### config.mk
export PLATFORM = sky130hd
export DESIGN_NAME = periph_top
export DESIGN_NICKNAME = d
export VERILOG_FILES = /design/src/hdl/periph_pkg.sv /design/src/hdl/axil_decode.sv /design/src/hdl/axil_response.sv /design/src/hdl/periph_top.sv /design/src/hdl/uart_tx_engine.sv
export SDC_FILE = /design/constraint.sdc
export NUM_CORES = 1
export LEC_CHECK = 0
export BUFFER_PORTS_ARGS = -buffer_cell sky130_fd_sc_hd__buf_2
export CORE_MARGIN = 2
export CORE_UTILIZATION = 49
export DETAILED_ROUTE_END_ITERATION = 10
export PLACE_DENSITY = 0.79
export SLEW_MARGIN = 20
export SYNTH_ARGS = -nofsm -noshare
export SYNTH_HDL_FRONTEND = slang
export SYNTH_SLANG_ARGS = --single-unit
### constraint.sdc
create_clock -name clk_i -period 2.8 [get_ports clk_i]
set_input_delay 0.42 -clock clk_i [delete_from_list [all_inputs] [get_ports clk_i]]
set_output_delay 0.42 -clock clk_i [all_outputs]
set_load 0.005 [all_outputs]
### src/hdl/periph_pkg.sv
package periph_pkg;

	//////////////////////////////////////////////////
	// Bus widths
	//////////////////////////////////////////////////

	// Byte offset into the four-register window
	localparam int AXIL_ADDR_W = 4;
	// AXI4-Lite data width
	localparam int AXIL_DATA_W = 32;

	//////////////////////////////////////////////////
	// Register map
	//////////////////////////////////////////////////

	// Write-only UART transmit byte
	localparam logic [AXIL_ADDR_W-1:0] ADDR_TXDATA   = 4'h0;
	// Bit 0 tx_busy, bit 1 tx_hold_full
	localparam logic [AXIL_ADDR_W-1:0] ADDR_STATUS   = 4'h4;
	localparam logic [AXIL_ADDR_W-1:0] ADDR_GPIO_OUT = 4'h8;
	// Read-only synchronized pin state
	localparam logic [AXIL_ADDR_W-1:0] ADDR_GPIO_IN  = 4'hC;

	// AXI response codes
	localparam logic [1:0] RESP_OKAY   = 2'b00;
	localparam logic [1:0] RESP_SLVERR = 2'b10;

	// Decoded target of an access
	typedef enum logic [2:0] {
		SEL_TXDATA,
		SEL_STATUS,
		SEL_GPIO_OUT,
		SEL_GPIO_IN,
		SEL_NONE
	} reg_sel_e;

	// 8N1 transmit FSM
	typedef enum logic [1:0] {
		TX_IDLE,
		TX_START,
		TX_DATA,
		TX_STOP
	} tx_state_e;

endpackage

### src/hdl/axil_decode.sv
`timescale 1ns/10ps

module axil_decode (
	input  logic                               clk_i,
	input  logic                               rst_n_i,
	// Write address and data channels
	input  logic                               awvalid_i,
	output logic                               awready_o,
	input  logic [periph_pkg::AXIL_ADDR_W-1:0] awaddr_i,
	input  logic                               wvalid_i,
	output logic                               wready_o,
	input  logic [periph_pkg::AXIL_DATA_W-1:0] wdata_i,
	input  logic [3:0]                         wstrb_i,
	// Read address channel
	input  logic                               arvalid_i,
	output logic                               arready_o,
	input  logic [periph_pkg::AXIL_ADDR_W-1:0] araddr_i,
	// From response block and UART engine
	input  logic                               resp_busy_i,
	input  logic                               tx_hold_full_i,
	// Requests to response block
	output logic                               wr_req_o,
	output periph_pkg::reg_sel_e               wr_sel_o,
	output logic [periph_pkg::AXIL_DATA_W-1:0] wr_data_o,
	output logic                               rd_req_o,
	output periph_pkg::reg_sel_e               rd_sel_o,
	// Byte load into UART engine
	output logic                               tx_load_o,
	output logic [7:0]                         tx_byte_o
);
	import periph_pkg::*;

	//////////////////////////////////////////////////
	// Address map
	//////////////////////////////////////////////////

	// Exact offset match only
	// Any other offset decodes to SEL_NONE
	function automatic reg_sel_e addr_to_sel(input logic [AXIL_ADDR_W-1:0] addr);
		reg_sel_e sel;
		case (addr)
			ADDR_TXDATA:   sel = SEL_TXDATA;
			ADDR_STATUS:   sel = SEL_STATUS;
			ADDR_GPIO_OUT: sel = SEL_GPIO_OUT;
			ADDR_GPIO_IN:  sel = SEL_GPIO_IN;
			default:       sel = SEL_NONE;
		endcase
		return sel;
	endfunction

	reg_sel_e               aw_sel;
	reg_sel_e               ar_sel;
	logic                   hs_cycle;
	logic                   tx_stall;
	logic                   wr_accept;
	logic                   rd_accept;
	// Ready and request pulse share one handshake flop
	logic                   wr_hs_q;
	logic                   rd_hs_q;
	logic                   tx_load_q;
	// Captured request payload
	reg_sel_e               wr_sel_q;
	reg_sel_e               rd_sel_q;
	logic [AXIL_DATA_W-1:0] wr_data_q;
	logic [7:0]             tx_byte_q;

	//////////////////////////////////////////////////
	// Accept rules
	//////////////////////////////////////////////////

	assign aw_sel = addr_to_sel(awaddr_i);
	assign ar_sel = addr_to_sel(araddr_i);

	// No second issue while a ready is up
	assign hs_cycle = wr_hs_q | rd_hs_q;

	// Holding register full blocks TXDATA writes only
	assign tx_stall = (aw_sel == SEL_TXDATA) & tx_hold_full_i;

	// Needs both AW and W valid
	// Strobes play no part here
	assign wr_accept = awvalid_i & wvalid_i & ~tx_stall & ~resp_busy_i & ~hs_cycle;

	// Write wins a tie
	// a stalled write lets a read through
	assign rd_accept = arvalid_i & ~wr_accept & ~resp_busy_i & ~hs_cycle;

	//////////////////////////////////////////////////
	// Handshake and request registers
	//////////////////////////////////////////////////

	always_ff @(posedge clk_i) begin
		if (!rst_n_i) begin
			wr_hs_q   <= 1'b0;
			rd_hs_q   <= 1'b0;
			tx_load_q <= 1'b0;
		end else begin
			wr_hs_q   <= wr_accept;
			rd_hs_q   <= rd_accept;
			// Load the UART only on accepted TXDATA writes
			tx_load_q <= wr_accept & (aw_sel == SEL_TXDATA);
		end
	end

	// Master holds data stable until ready
	// Sampling on the accept cycle is safe
	always_ff @(posedge clk_i) begin
		if (wr_accept) begin
			wr_sel_q  <= aw_sel;
			wr_data_q <= wdata_i;
			tx_byte_q <= wdata_i[7:0];
		end
		if (rd_accept) begin
			rd_sel_q <= ar_sel;
		end
	end

	// AW and W accepted together
	assign awready_o = wr_hs_q;
	assign wready_o  = wr_hs_q;
	assign arready_o = rd_hs_q;
	assign wr_req_o  = wr_hs_q;
	assign wr_sel_o  = wr_sel_q;
	assign wr_data_o = wr_data_q;
	assign rd_req_o  = rd_hs_q;
	assign rd_sel_o  = rd_sel_q;
	assign tx_load_o = tx_load_q;
	assign tx_byte_o = tx_byte_q;

endmodule

### src/hdl/axil_response.sv
`timescale 1ns/10ps

module axil_response #(
	parameter int GPIO_W = 8
) (
	input  logic                               clk_i,
	input  logic                               rst_n_i,
	// Requests from decode
	input  logic                               wr_req_i,
	input  periph_pkg::reg_sel_e               wr_sel_i,
	input  logic [periph_pkg::AXIL_DATA_W-1:0] wr_data_i,
	input  logic                               rd_req_i,
	input  periph_pkg::reg_sel_e               rd_sel_i,
	// B and R channels
	input  logic                               bready_i,
	output logic                               bvalid_o,
	output logic [1:0]                         bresp_o,
	input  logic                               rready_i,
	output logic                               rvalid_o,
	output logic [1:0]                         rresp_o,
	output logic [periph_pkg::AXIL_DATA_W-1:0] rdata_o,
	// Pins and UART status
	input  logic [GPIO_W-1:0]                  gpio_i,
	output logic [GPIO_W-1:0]                  gpio_o,
	input  logic                               tx_busy_i,
	input  logic                               tx_hold_full_i,
	// Holds off decode while a response waits
	output logic                               resp_busy_o
);
	import periph_pkg::*;

	logic [GPIO_W-1:0]      gpio_out_q;
	logic [GPIO_W-1:0]      gpio_meta_q;
	logic [GPIO_W-1:0]      gpio_sync_q;
	logic                   bvalid_q;
	logic                   rvalid_q;
	logic [1:0]             bresp_q;
	logic [1:0]             rresp_q;
	logic [AXIL_DATA_W-1:0] rdata_q;
	logic [AXIL_DATA_W-1:0] rd_mux;
	logic                   wr_ok;
	logic                   rd_ok;

	// Only TXDATA and GPIO_OUT are writable
	assign wr_ok = (wr_sel_i == SEL_TXDATA) | (wr_sel_i == SEL_GPIO_OUT);
	assign rd_ok = (rd_sel_i != SEL_NONE);

	//////////////////////////////////////////////////
	// Read mux
	//////////////////////////////////////////////////

	// TXDATA and unmapped offsets read as zero
	always_comb begin
		rd_mux = '0;
		case (rd_sel_i)
			SEL_STATUS: begin
				rd_mux[0] = tx_busy_i;
				rd_mux[1] = tx_hold_full_i;
			end
			SEL_GPIO_OUT: rd_mux[GPIO_W-1:0] = gpio_out_q;
			SEL_GPIO_IN:  rd_mux[GPIO_W-1:0] = gpio_sync_q;
			default:      rd_mux = '0;
		endcase
	end

	// Valids stay up until the master takes them
	always_ff @(posedge clk_i) begin
		if (!rst_n_i) begin
			bvalid_q   <= 1'b0;
			rvalid_q   <= 1'b0;
			gpio_out_q <= '0;
		end else begin
			if (wr_req_i) begin
				bvalid_q <= 1'b1;
			end else if (bready_i) begin
				bvalid_q <= 1'b0;
			end
			if (rd_req_i) begin
				rvalid_q <= 1'b1;
			end else if (rready_i) begin
				rvalid_q <= 1'b0;
			end
			if (wr_req_i && wr_sel_i == SEL_GPIO_OUT) begin
				gpio_out_q <= wr_data_i[GPIO_W-1:0];
			end
		end
	end

	// Response payload and 2-flop pin synchronizer
	always_ff @(posedge clk_i) begin
		if (wr_req_i) begin
			bresp_q <= wr_ok ? RESP_OKAY : RESP_SLVERR;
		end
		if (rd_req_i) begin
			rdata_q <= rd_mux;
			rresp_q <= rd_ok ? RESP_OKAY : RESP_SLVERR;
		end
		gpio_meta_q <= gpio_i;
		gpio_sync_q <= gpio_meta_q;
	end

	assign bvalid_o    = bvalid_q;
	assign bresp_o     = bresp_q;
	assign rvalid_o    = rvalid_q;
	assign rresp_o     = rresp_q;
	assign rdata_o     = rdata_q;
	assign gpio_o      = gpio_out_q;
	assign resp_busy_o = bvalid_q | rvalid_q;

endmodule

### src/hdl/periph_top.sv
`timescale 1ns/10ps

module periph_top #(
	parameter int CLKS_PER_BIT = 8,
	parameter int GPIO_W       = 8
) (
	input  logic                               clk_i,
	input  logic                               rst_n_i,
	// AXI4-Lite slave
	input  logic                               awvalid_i,
	output logic                               awready_o,
	input  logic [periph_pkg::AXIL_ADDR_W-1:0] awaddr_i,
	input  logic                               wvalid_i,
	output logic                               wready_o,
	input  logic [periph_pkg::AXIL_DATA_W-1:0] wdata_i,
	input  logic [3:0]                         wstrb_i,
	output logic                               bvalid_o,
	input  logic                               bready_i,
	output logic [1:0]                         bresp_o,
	input  logic                               arvalid_i,
	output logic                               arready_o,
	input  logic [periph_pkg::AXIL_ADDR_W-1:0] araddr_i,
	output logic                               rvalid_o,
	input  logic                               rready_i,
	output logic [periph_pkg::AXIL_DATA_W-1:0] rdata_o,
	output logic [1:0]                         rresp_o,
	// Pins
	input  logic [GPIO_W-1:0]                  gpio_i,
	output logic [GPIO_W-1:0]                  gpio_o,
	output logic                               uart_tx_o
);
	import periph_pkg::*;

	//////////////////////////////////////////////////
	// Internal links
	//////////////////////////////////////////////////

	// Decode to response
	logic                   wr_req;
	reg_sel_e               wr_sel;
	logic [AXIL_DATA_W-1:0] wr_data;
	logic                   rd_req;
	reg_sel_e               rd_sel;
	logic                   resp_busy;
	// Decode to UART engine
	logic                   tx_load;
	logic [7:0]             tx_byte;
	// UART engine status
	logic                   tx_hold_full;
	logic                   tx_busy;

	axil_decode decode_inst (
		.clk_i          (clk_i),
		.rst_n_i        (rst_n_i),
		.awvalid_i      (awvalid_i),
		.awready_o      (awready_o),
		.awaddr_i       (awaddr_i),
		.wvalid_i       (wvalid_i),
		.wready_o       (wready_o),
		.wdata_i        (wdata_i),
		.wstrb_i        (wstrb_i),
		.arvalid_i      (arvalid_i),
		.arready_o      (arready_o),
		.araddr_i       (araddr_i),
		.resp_busy_i    (resp_busy),
		.tx_hold_full_i (tx_hold_full),
		.wr_req_o       (wr_req),
		.wr_sel_o       (wr_sel),
		.wr_data_o      (wr_data),
		.rd_req_o       (rd_req),
		.rd_sel_o       (rd_sel),
		.tx_load_o      (tx_load),
		.tx_byte_o      (tx_byte)
	);

	uart_tx_engine #(
		.CLKS_PER_BIT (CLKS_PER_BIT)
	) tx_engine_inst (
		.clk_i          (clk_i),
		.rst_n_i        (rst_n_i),
		.tx_load_i      (tx_load),
		.tx_byte_i      (tx_byte),
		.tx_hold_full_o (tx_hold_full),
		.tx_busy_o      (tx_busy),
		.uart_tx_o      (uart_tx_o)
	);

	axil_response #(
		.GPIO_W (GPIO_W)
	) response_inst (
		.clk_i          (clk_i),
		.rst_n_i        (rst_n_i),
		.wr_req_i       (wr_req),
		.wr_sel_i       (wr_sel),
		.wr_data_i      (wr_data),
		.rd_req_i       (rd_req),
		.rd_sel_i       (rd_sel),
		.bready_i       (bready_i),
		.bvalid_o       (bvalid_o),
		.bresp_o        (bresp_o),
		.rready_i       (rready_i),
		.rvalid_o       (rvalid_o),
		.rresp_o        (rresp_o),
		.rdata_o        (rdata_o),
		.gpio_i         (gpio_i),
		.gpio_o         (gpio_o),
		.tx_busy_i      (tx_busy),
		.tx_hold_full_i (tx_hold_full),
		.resp_busy_o    (resp_busy)
	);

endmodule

### src/hdl/uart_tx_engine.sv
`timescale 1ns/10ps

module uart_tx_engine #(
	parameter int CLKS_PER_BIT = 8
) (
	input  logic       clk_i,
	input  logic       rst_n_i,
	// Byte from the bus side
	input  logic       tx_load_i,
	input  logic [7:0] tx_byte_i,
	// Status back to the bus side
	output logic       tx_hold_full_o,
	output logic       tx_busy_o,
	// Serial line idles high
	output logic       uart_tx_o
);
	import periph_pkg::*;

	// Counter wide enough for one bit period
	localparam int               CNT_W    = (CLKS_PER_BIT > 1) ? $clog2(CLKS_PER_BIT) : 1;
	localparam logic [CNT_W-1:0] CNT_LAST = CNT_W'(CLKS_PER_BIT - 1);

	tx_state_e        state_q;
	logic [CNT_W-1:0] baud_cnt_q;
	logic [2:0]       bit_idx_q;
	logic             hold_full_q;
	logic [7:0]       hold_data_q;
	logic [7:0]       shift_q;
	logic             tx_q;
	logic             bit_done;
	logic             start_frame;

	// Last cycle of the current bit
	assign bit_done = (baud_cnt_q == CNT_LAST);

	// Idle shifter picks up the waiting byte
	assign start_frame = (state_q == TX_IDLE) & hold_full_q;

	//////////////////////////////////////////////////
	// Holding register
	//////////////////////////////////////////////////

	// Decode never loads while full
	// so load and pickup do not collide
	always_ff @(posedge clk_i) begin
		if (!rst_n_i) begin
			hold_full_q <= 1'b0;
		end else if (tx_load_i) begin
			hold_full_q <= 1'b1;
		end else if (start_frame) begin
			hold_full_q <= 1'b0;
		end
	end

	always_ff @(posedge clk_i) begin
		if (tx_load_i) begin
			hold_data_q <= tx_byte_i;
		end
		// Shift out LSB first
		if (start_frame) begin
			shift_q <= hold_data_q;
		end else if (state_q == TX_DATA && bit_done) begin
			shift_q <= {1'b0, shift_q[7:1]};
		end
	end

	//////////////////////////////////////////////////
	// Frame FSM
	//////////////////////////////////////////////////

	// Line level is registered with the state
	// so each bit lasts exactly CLKS_PER_BIT cycles
	always_ff @(posedge clk_i) begin
		if (!rst_n_i) begin
			state_q    <= TX_IDLE;
			baud_cnt_q <= '0;
			bit_idx_q  <= '0;
			tx_q       <= 1'b1;
		end else begin
			// Baud counter restarts every bit
			if (state_q == TX_IDLE || bit_done) begin
				baud_cnt_q <= '0;
			end else begin
				baud_cnt_q <= baud_cnt_q + 1'b1;
			end
			case (state_q)
				TX_IDLE: begin
					if (hold_full_q) begin
						state_q <= TX_START;
						tx_q    <= 1'b0;
					end
				end
				TX_START: begin
					if (bit_done) begin
						state_q   <= TX_DATA;
						bit_idx_q <= '0;
						tx_q      <= shift_q[0];
					end
				end
				TX_DATA: begin
					if (bit_done) begin
						if (bit_idx_q == 3'd7) begin
							state_q <= TX_STOP;
							tx_q    <= 1'b1;
						end else begin
							bit_idx_q <= bit_idx_q + 1'b1;
							// Next bit after the shift
							tx_q      <= shift_q[1];
						end
					end
				end
				TX_STOP: begin
					// One idle cycle before any next start bit
					if (bit_done) begin
						state_q <= TX_IDLE;
					end
				end
				default: state_q <= TX_IDLE;
			endcase
		end
	end

	assign tx_hold_full_o = hold_full_q;
	assign tx_busy_o      = (state_q != TX_IDLE);
	assign uart_tx_o      = tx_q;

endmodule
==> reports/metrics.cfg, run 1 <==
[run_status]
outcome=finished, final reports clean

[critical_path]
startpoint_type=flip-flop
cp-end-kind=flip-flop
timing.rr.start=decode_inst.awready_o
crit_arrival_ns=1.90
setup.worst_path.class=reg2reg
cp_max_fo=13
required_ns=2.89
worst-r2r-setup-slack_ns=0.99
reg2reg_to=decode_inst.rd_sel_o[2]
reg2regPathDepth=4

[timing]
setup_total_negative_slack_ns=0
setup-violations-final=0
max_freq_mhz=552
worst_pin_slew_ns=0.503
period_share=0.646
worst_slack_ns=0.990
grt_setup_unrepaired=no
period_needed_ns=1.81
hold_viol=0
relSlewSlack=0.665
slew_violations=0
clock_skew_ns=0.0108
hold-worst-slack_ns=0.166

[global_routing]
grt_use_total=0.148
grt_pass1_wl_mm=7.96
grt_max_degree=20
antenna_found_initial=0
grt_overflow=0
grt_pass1_vias=1740

[routing]
drtIter0Drc=91
vias_per_cell=4.75
routedWlPerCell_um=13.2
drc_errors=0
ant_nets=0
drtPass1Iterations=4
drt_wl_total_mm=5.06
vias=1819

[placed_design]
port_buffers=54
dpl.hpwl_mm=3.63
post-place-cells=367
placed_cell_area_mm2=0.00335
dp_slack_ns=0.987
gp_congestion=0.786

[cts]
cts_resized=0
h-tree-depth=3
clkTransAtPathRegs_ns=0.08
cts_setup_buffers=0
clockBufferDepth=2
cts_tree=done
cts_made_buffers=9
cts_root_buffer=clkbuf_8
cts.sink_count=79
clk_latency_ns=0.35
holdBufCountCts=0

[synthesis]
synth_top_area_share=0.391
synthArstFlopShare=0
synth.distinct_cells=36
ys_seq_area_frac=0.646
synth_edf_count=40
synth_flop_cell=edfxtp_1
ys_seq_elements=79
synth_area_mm2=0.00307
synth_area_leader_cell=edfxtp_1
ys.warnings.count=0
synth_area_leaders=edfxtp_1, dfxtp_1, buf_4
syn_area_per_cell_um2=12.7
synthCells=241

[cells_and_area]
syn_to_final_growth_pct=14.6
insertedDiodeCount=0
post_layout_nonfiller_instances=383
final_util=0.587
drive_above_1_share=0.289
fin_nets=370
final_area_mm2=0.00352
fill_cells=483

[floorplanning]
start_util=0.512
dieWidth_um=83.1
core_mm2=0.00599
die-area_mm2=0.00691
row_count=28
fp.dieH_um=83.1
num_io_pins=109

[min_path]
worstHoldPathCells=1
holdCritStartpoint=gpio_i[7]
min_to=response_inst.gpio_meta_q[7]
hold_path.class=in2reg

[run]
maxCapViolations=0

[pwr]
peakVddDrop_mv=0.483
p_leak_nw=1.48
fin_total_pwr_mw=2.21
powerDensity_mw_per_mm2=629

## sequential cells by signal (all words and copies together), names as in the netlist, 2 cells and up
| signal | cells |
|---|---|
| tx_engine_inst.bit_idx_q | 3 |
| tx_engine_inst.state_q | 2 |
| tx_engine_inst.hold_data_q | 8 |
| tx_engine_inst.baud_cnt_q | 3 |
| response_inst.gpio_meta_q | 8 |
| response_inst.rdata_o | 8 |
| tx_engine_inst.shift_q | 8 |
| decode_inst.wr_data_o | 8 |
| decode_inst.wr_sel_o | 3 |
| response_inst.gpio_o | 8 |
| response_inst.gpio_sync_q | 8 |
| decode_inst.rd_sel_o | 3 |
## synth_stat cells (3+ instances only)
| cell type | n |
|---|---|
| edfxtp_1 | 40 |
| dfxtp_1 | 39 |
| buf_4 | 27 |
| nor2_1 | 24 |
| mux2i_1 | 15 |
| nand2_1 | 13 |
| inv_1 | 9 |
| a21oi_1 | 8 |
| ha_1 | 8 |
| mux2_2 | 8 |
| and2_1 | 7 |
| o21ai_0 | 6 |
| clkbuf_1 | 3 |
| nor3_1 | 3 |
## how the worst max path moves through the flow
stage	end	startpoint	cells past startpoint	slack (ns)
after floorplan	decode_inst.rd_sel_o[0]	decode_inst.arready_o	3	0.28
after global placement	tx_engine_inst.uart_tx_o	tx_engine_inst.baud_cnt_q[0]	5	1.02
after detailed placement	decode_inst.rd_sel_o[2]	decode_inst.awready_o	4	0.99
after CTS	decode_inst.rd_sel_o[2]	decode_inst.awready_o	4	0.97
after global routing	tx_engine_inst.uart_tx_o	tx_engine_inst.baud_cnt_q[0]	5	0.90
final	decode_inst.rd_sel_o[2]	decode_inst.awready_o	4	0.99
## placed cells by master, fill, tap and decap left out, types with 2 or more instances in the layout
cell type	n
mux2_2	8
nor3_1	3
o21ai_0	6
edfxtp_1	40
buf_2	54
inv_1	9
nand3b_1	2
and2_1	7
or2_2	2
ha_1	8
nor4_1	2
dfxtp_1	39
nor2_1	24
mux2i_1	15
and3b_1	2
a21oi_1	8
clkbuf_8	9
nand2b_1	2
clkinvlp_4	2
conb_1	26
nand2_1	13
buf_4	4
clkinv_2	3
or3_1	2
nor3b_1	2
nor2b_1	2
## layer usage
metal  vias to the layer above  wire length (µm)  GRT usage
met1                       861              2160      0.172
met3                         6               207     0.0517
met5                         -                 0          0
li1                        911                 -          -
met4                         0                62     0.0715
met2                        41              2620      0.244
## cell type report
class / count / area [µm²] / share of cell area
tap: 75 / 93.8 / 0.0267
multi-input combinational: 145 / 932 / 0.265
sequential: 79 / 1980 / 0.564
clock inverter: 7 / 47.5 / 0.0135
clock buffer: 9 / 124 / 0.0352
timing repair buffer: 58 / 300 / 0.0854
inverter: 10 / 37.5 / 0.0107
## where the power goes
group          internal, mW  switching (mW)  total, mW
clock network         0.321           0.411      0.732
logic                0.0877           0.101      0.188
registers              1.26          0.0292       1.29
## cells by family (layout without fill, tap and decap cells)
kind of cell / after synthesis / after routing / share of synthesized area
flops: 79 / 79 / 0.646
simple gates: 66 / 66 / 0.109
buf+inv: 42 / 84 / 0.0852
mux: 23 / 23 / 0.0783
compound gates: 22 / 22 / 0.0477
fa+ha+maj: 8 / 8 / 0.0326
other cells: 1 / 26 / 0.00122
## critical path, stage by stage (launching register included)
cell and delay (ns):
dfxtp_1 0.38, or4_4 0.54, a311oi_2 0.26, buf_4 0.26
nor2_1 0.12
(Power assumes the default switching activity.)
==> run 2: changes to the inputs <==
--- a/config.mk
+++ b/config.mk
@@ -5,6 +5,7 @@
 export SDC_FILE = /design/constraint.sdc
 export NUM_CORES = 1
 export LEC_CHECK = 0
+export ABC_AREA = 1
 export BUFFER_PORTS_ARGS = -buffer_cell sky130_fd_sc_hd__buf_2
 export CORE_MARGIN = 2
 export CORE_UTILIZATION = 49
==> constraint.sdc (replaced) <==
create_clock -name clk_i -period 1.8 [get_ports clk_i]
set_input_delay 0.27 -clock clk_i [delete_from_list [all_inputs] [get_ports clk_i]]
set_output_delay 0.27 -clock clk_i [all_outputs]
set_load 0.005 [all_outputs]
==> run 2 against run 1 <==
Effect of this change:
- synthesized area fell by 0.61%
- utilization fell by 0.39 points
- global-route usage rose by 0.32 points
- critical endpoint is now tx_engine_inst.shift_q[6]
- final cell count rose by 7.3%
- clock power rose by 53%
- combinational power rose by 140%
- critical path depth rose by 1
==> reports/metrics.cfg, run 2 <==
[run_status]
outcome=finished, final reports clean

[routing]
drt_wl_total_mm=4.96  ; -1.9%
drtIter0Drc=132  ; +45%
wl_met3_um=315  ; +52%
routedWlPerCell_um=12.1  ; -8.6%
vias_per_cell=4.69  ; -1.2%
ant_nets=0  ; unchanged
drc_errors=0  ; unchanged
top_layer=met4
met2WireLength_mm=2.54  ; -3.3%
vias=1928  ; +6.0%
drtPass1Iterations=4  ; unchanged
drt-met1-wl_mm=2.00  ; -7.5%

[cells_and_area]
syn_to_final_growth_pct=13.9
drive_above_1_share=0.262  ; -0.0271
post_layout_nonfiller_instances=411  ; +7.3%
insertedDiodeCount=0  ; unchanged
final_common_cell=buf_2
fin_nets=398  ; +7.6%
most-common-layout-cells=buf_2, nor2_1, edfxtp_1

[synthesis]
synth_area_leaders=edfxtp_1, dfxtp_1, buf_4
synth.distinct_cells=25  ; -31%
synth_area_leader_cell=edfxtp_1
synthSimpleGateAreaFrac=0.130  ; +0.0204
ys_seq_area_frac=0.650  ; +0.00397
synthCells=267  ; +11%
ys_seq_elements=79  ; unchanged
synth_flop_cell=edfxtp_1
syn_area_per_cell_um2=11.4  ; -10%
synth_edf_count=40  ; unchanged
synth_compound_area_frac=0.0521  ; +0.00440
synthArstFlopShare=0  ; unchanged
synth_top_family_by_area=simple AND/OR/NAND/NOR gates
synth_area_mm2=0.00305  ; -0.61%
synth.mux.area_fraction=0.0258  ; -0.0524
synth_common_cells=nor2_1, edfxtp_1, dfxtp_1
ys.warnings.count=0  ; unchanged
synth_xor_area_frac=0  ; unchanged
yosysMostFrequentCell=nor2_1
synth_fa_ha_area_frac=0.0328  ; +0.000201
synth_top_area_share=0.394  ; +0.00241

[floorplanning]
dieWidth_um=82.9  ; -0.29%
die-area_mm2=0.00687  ; -0.59%
core_mm2=0.00596  ; -0.58%
row_count=28  ; unchanged
num_io_pins=109  ; unchanged
fp.dieH_um=82.9  ; -0.29%
start_util=0.512  ; about the same

[cts]
clkTransAtPathRegs_ns=0.08  ; about the same
cts_made_buffers=9  ; unchanged
holdBufCountCts=0  ; unchanged
cts_tree=done
h-tree-depth=3  ; unchanged
cts_root_buffer=clkbuf_8
clockBufferDepth=2  ; unchanged
cts.sink_count=79  ; unchanged
clk_latency_ns=0.34  ; about the same
cts_setup_buffers=0  ; unchanged
cts_resized=0  ; unchanged

[placed_design]
gp_congestion=0.810  ; +3.1%
dpl.hpwl_mm=3.69  ; +1.8%
port_buffers=54  ; unchanged
post-place-cells=395  ; +7.6%

[critical_path]
cp-end-kind=flip-flop
required_ns=1.86  ; -1.03 ns
crit_arrival_ns=1.65  ; -0.25 ns
startpoint_type=flip-flop
worst-r2r-setup-slack_ns=0.21  ; -0.78 ns
cp_max_fo=9  ; -4
setup.worst_path.class=reg2reg

[run]
maxCapViolations=0  ; unchanged

[global_routing]
grt_overflow=0  ; unchanged
grt_pass1_vias=1877  ; +7.9%
grt_use_total=0.151  ; +0.00322
grt_max_degree=15  ; -25%
grt_pass1_wl_mm=8.07  ; +1.4%
antenna_found_initial=0  ; unchanged

[timing]
grt_setup_unrepaired=no
period_needed_ns=1.59  ; -0.218 ns
setup_total_negative_slack_ns=0  ; unchanged
hold-worst-slack_ns=0.0219  ; -0.144 ns
hold_viol=0  ; unchanged
max_freq_mhz=628  ; +14%
period_share=0.884  ; +0.238
clock_skew_ns=0.00729  ; -0.00352 ns
slew_violations=0  ; unchanged
setup-violations-final=0  ; unchanged

[pwr]
fin_total_pwr_mw=3.58  ; +62%
p_leak_nw=1.55  ; +4.9%
peakVddDrop_mv=0.601  ; +24%
powerDensity_mw_per_mm2=1030  ; +64%

[min_path]
hold_path.class=in2reg

-- run 2: cell type report --
cell class | instances | area, µm²
clock inverters | 6 | 33.8
inverters | 30 | 113
fillers | 497 | 2480
repair buffers | 57 | 293
clock buffers | 10 | 128
well taps | 75 | 93.8
flip-flops and latches | 79 | 1980
multi-input cells | 154 | 831
-- run 2: path summary, 6_finish.rpt --
check | start | endpoint | cells past startpoint
max | tx_engine_inst.state_q[0] | tx_engine_inst.shift_q[6] | 5
min | gpio_i[5] | response_inst.gpio_meta_q[5] | 1
min reg2reg | response_inst.gpio_meta_q[2] | response_inst.gpio_sync_q[2] | 0
max reg2reg | tx_engine_inst.state_q[0] | tx_engine_inst.shift_q[6] | 5
-- run 2: cell families (layout without fill, tap and decap cells) --
family	Yosys count	after routing
AOI/OAI and AO/OA	25	25
adders and majority gates	8	8
buffers and inverters	59	103
DFF	79	79
muxes	7	7
other	1	26
and+or+nand+nor	88	88
-- run 2: per-layer routing --
layer | global-route usage | vias to the layer above
met2 | 0.260 | 68
li1 | - | 966
met4 | 0.0924 | 0
met3 | 0.0388 | 10
met1 | 0.167 | 884
met5 | 0 | -
-- run 2: metrics by stage --
step           worst slack, ns   util  area [µm²]
4_1_cts                  0.208  0.583        3470
6_report                 0.208  0.583        3470
2_1_floorplan           0.0622      -        3140
5_1_grt                 0.0898  0.583        3470
3_3_place_gp             0.264  0.556        3310
3_5_place_dp             0.239  0.556        3310
-- run 2: power breakdown --
| part | total, mW | switching, mW | internal (mW) |
|---|---|---|---|
| clock | 1.12 | 0.622 | 0.496 |
| combinational | 0.447 | 0.282 | 0.165 |
| sequential | 2.02 | 0.0448 | 1.97 |
-- run 2: critical path, cell delays in order, from the launching register on --
cell and delay (ns):
dfxtp_1 0.35, inv_1 0.09, ha_1 0.39, inv_1 0.09, o21ai_0 0.19, buf_4 0.20
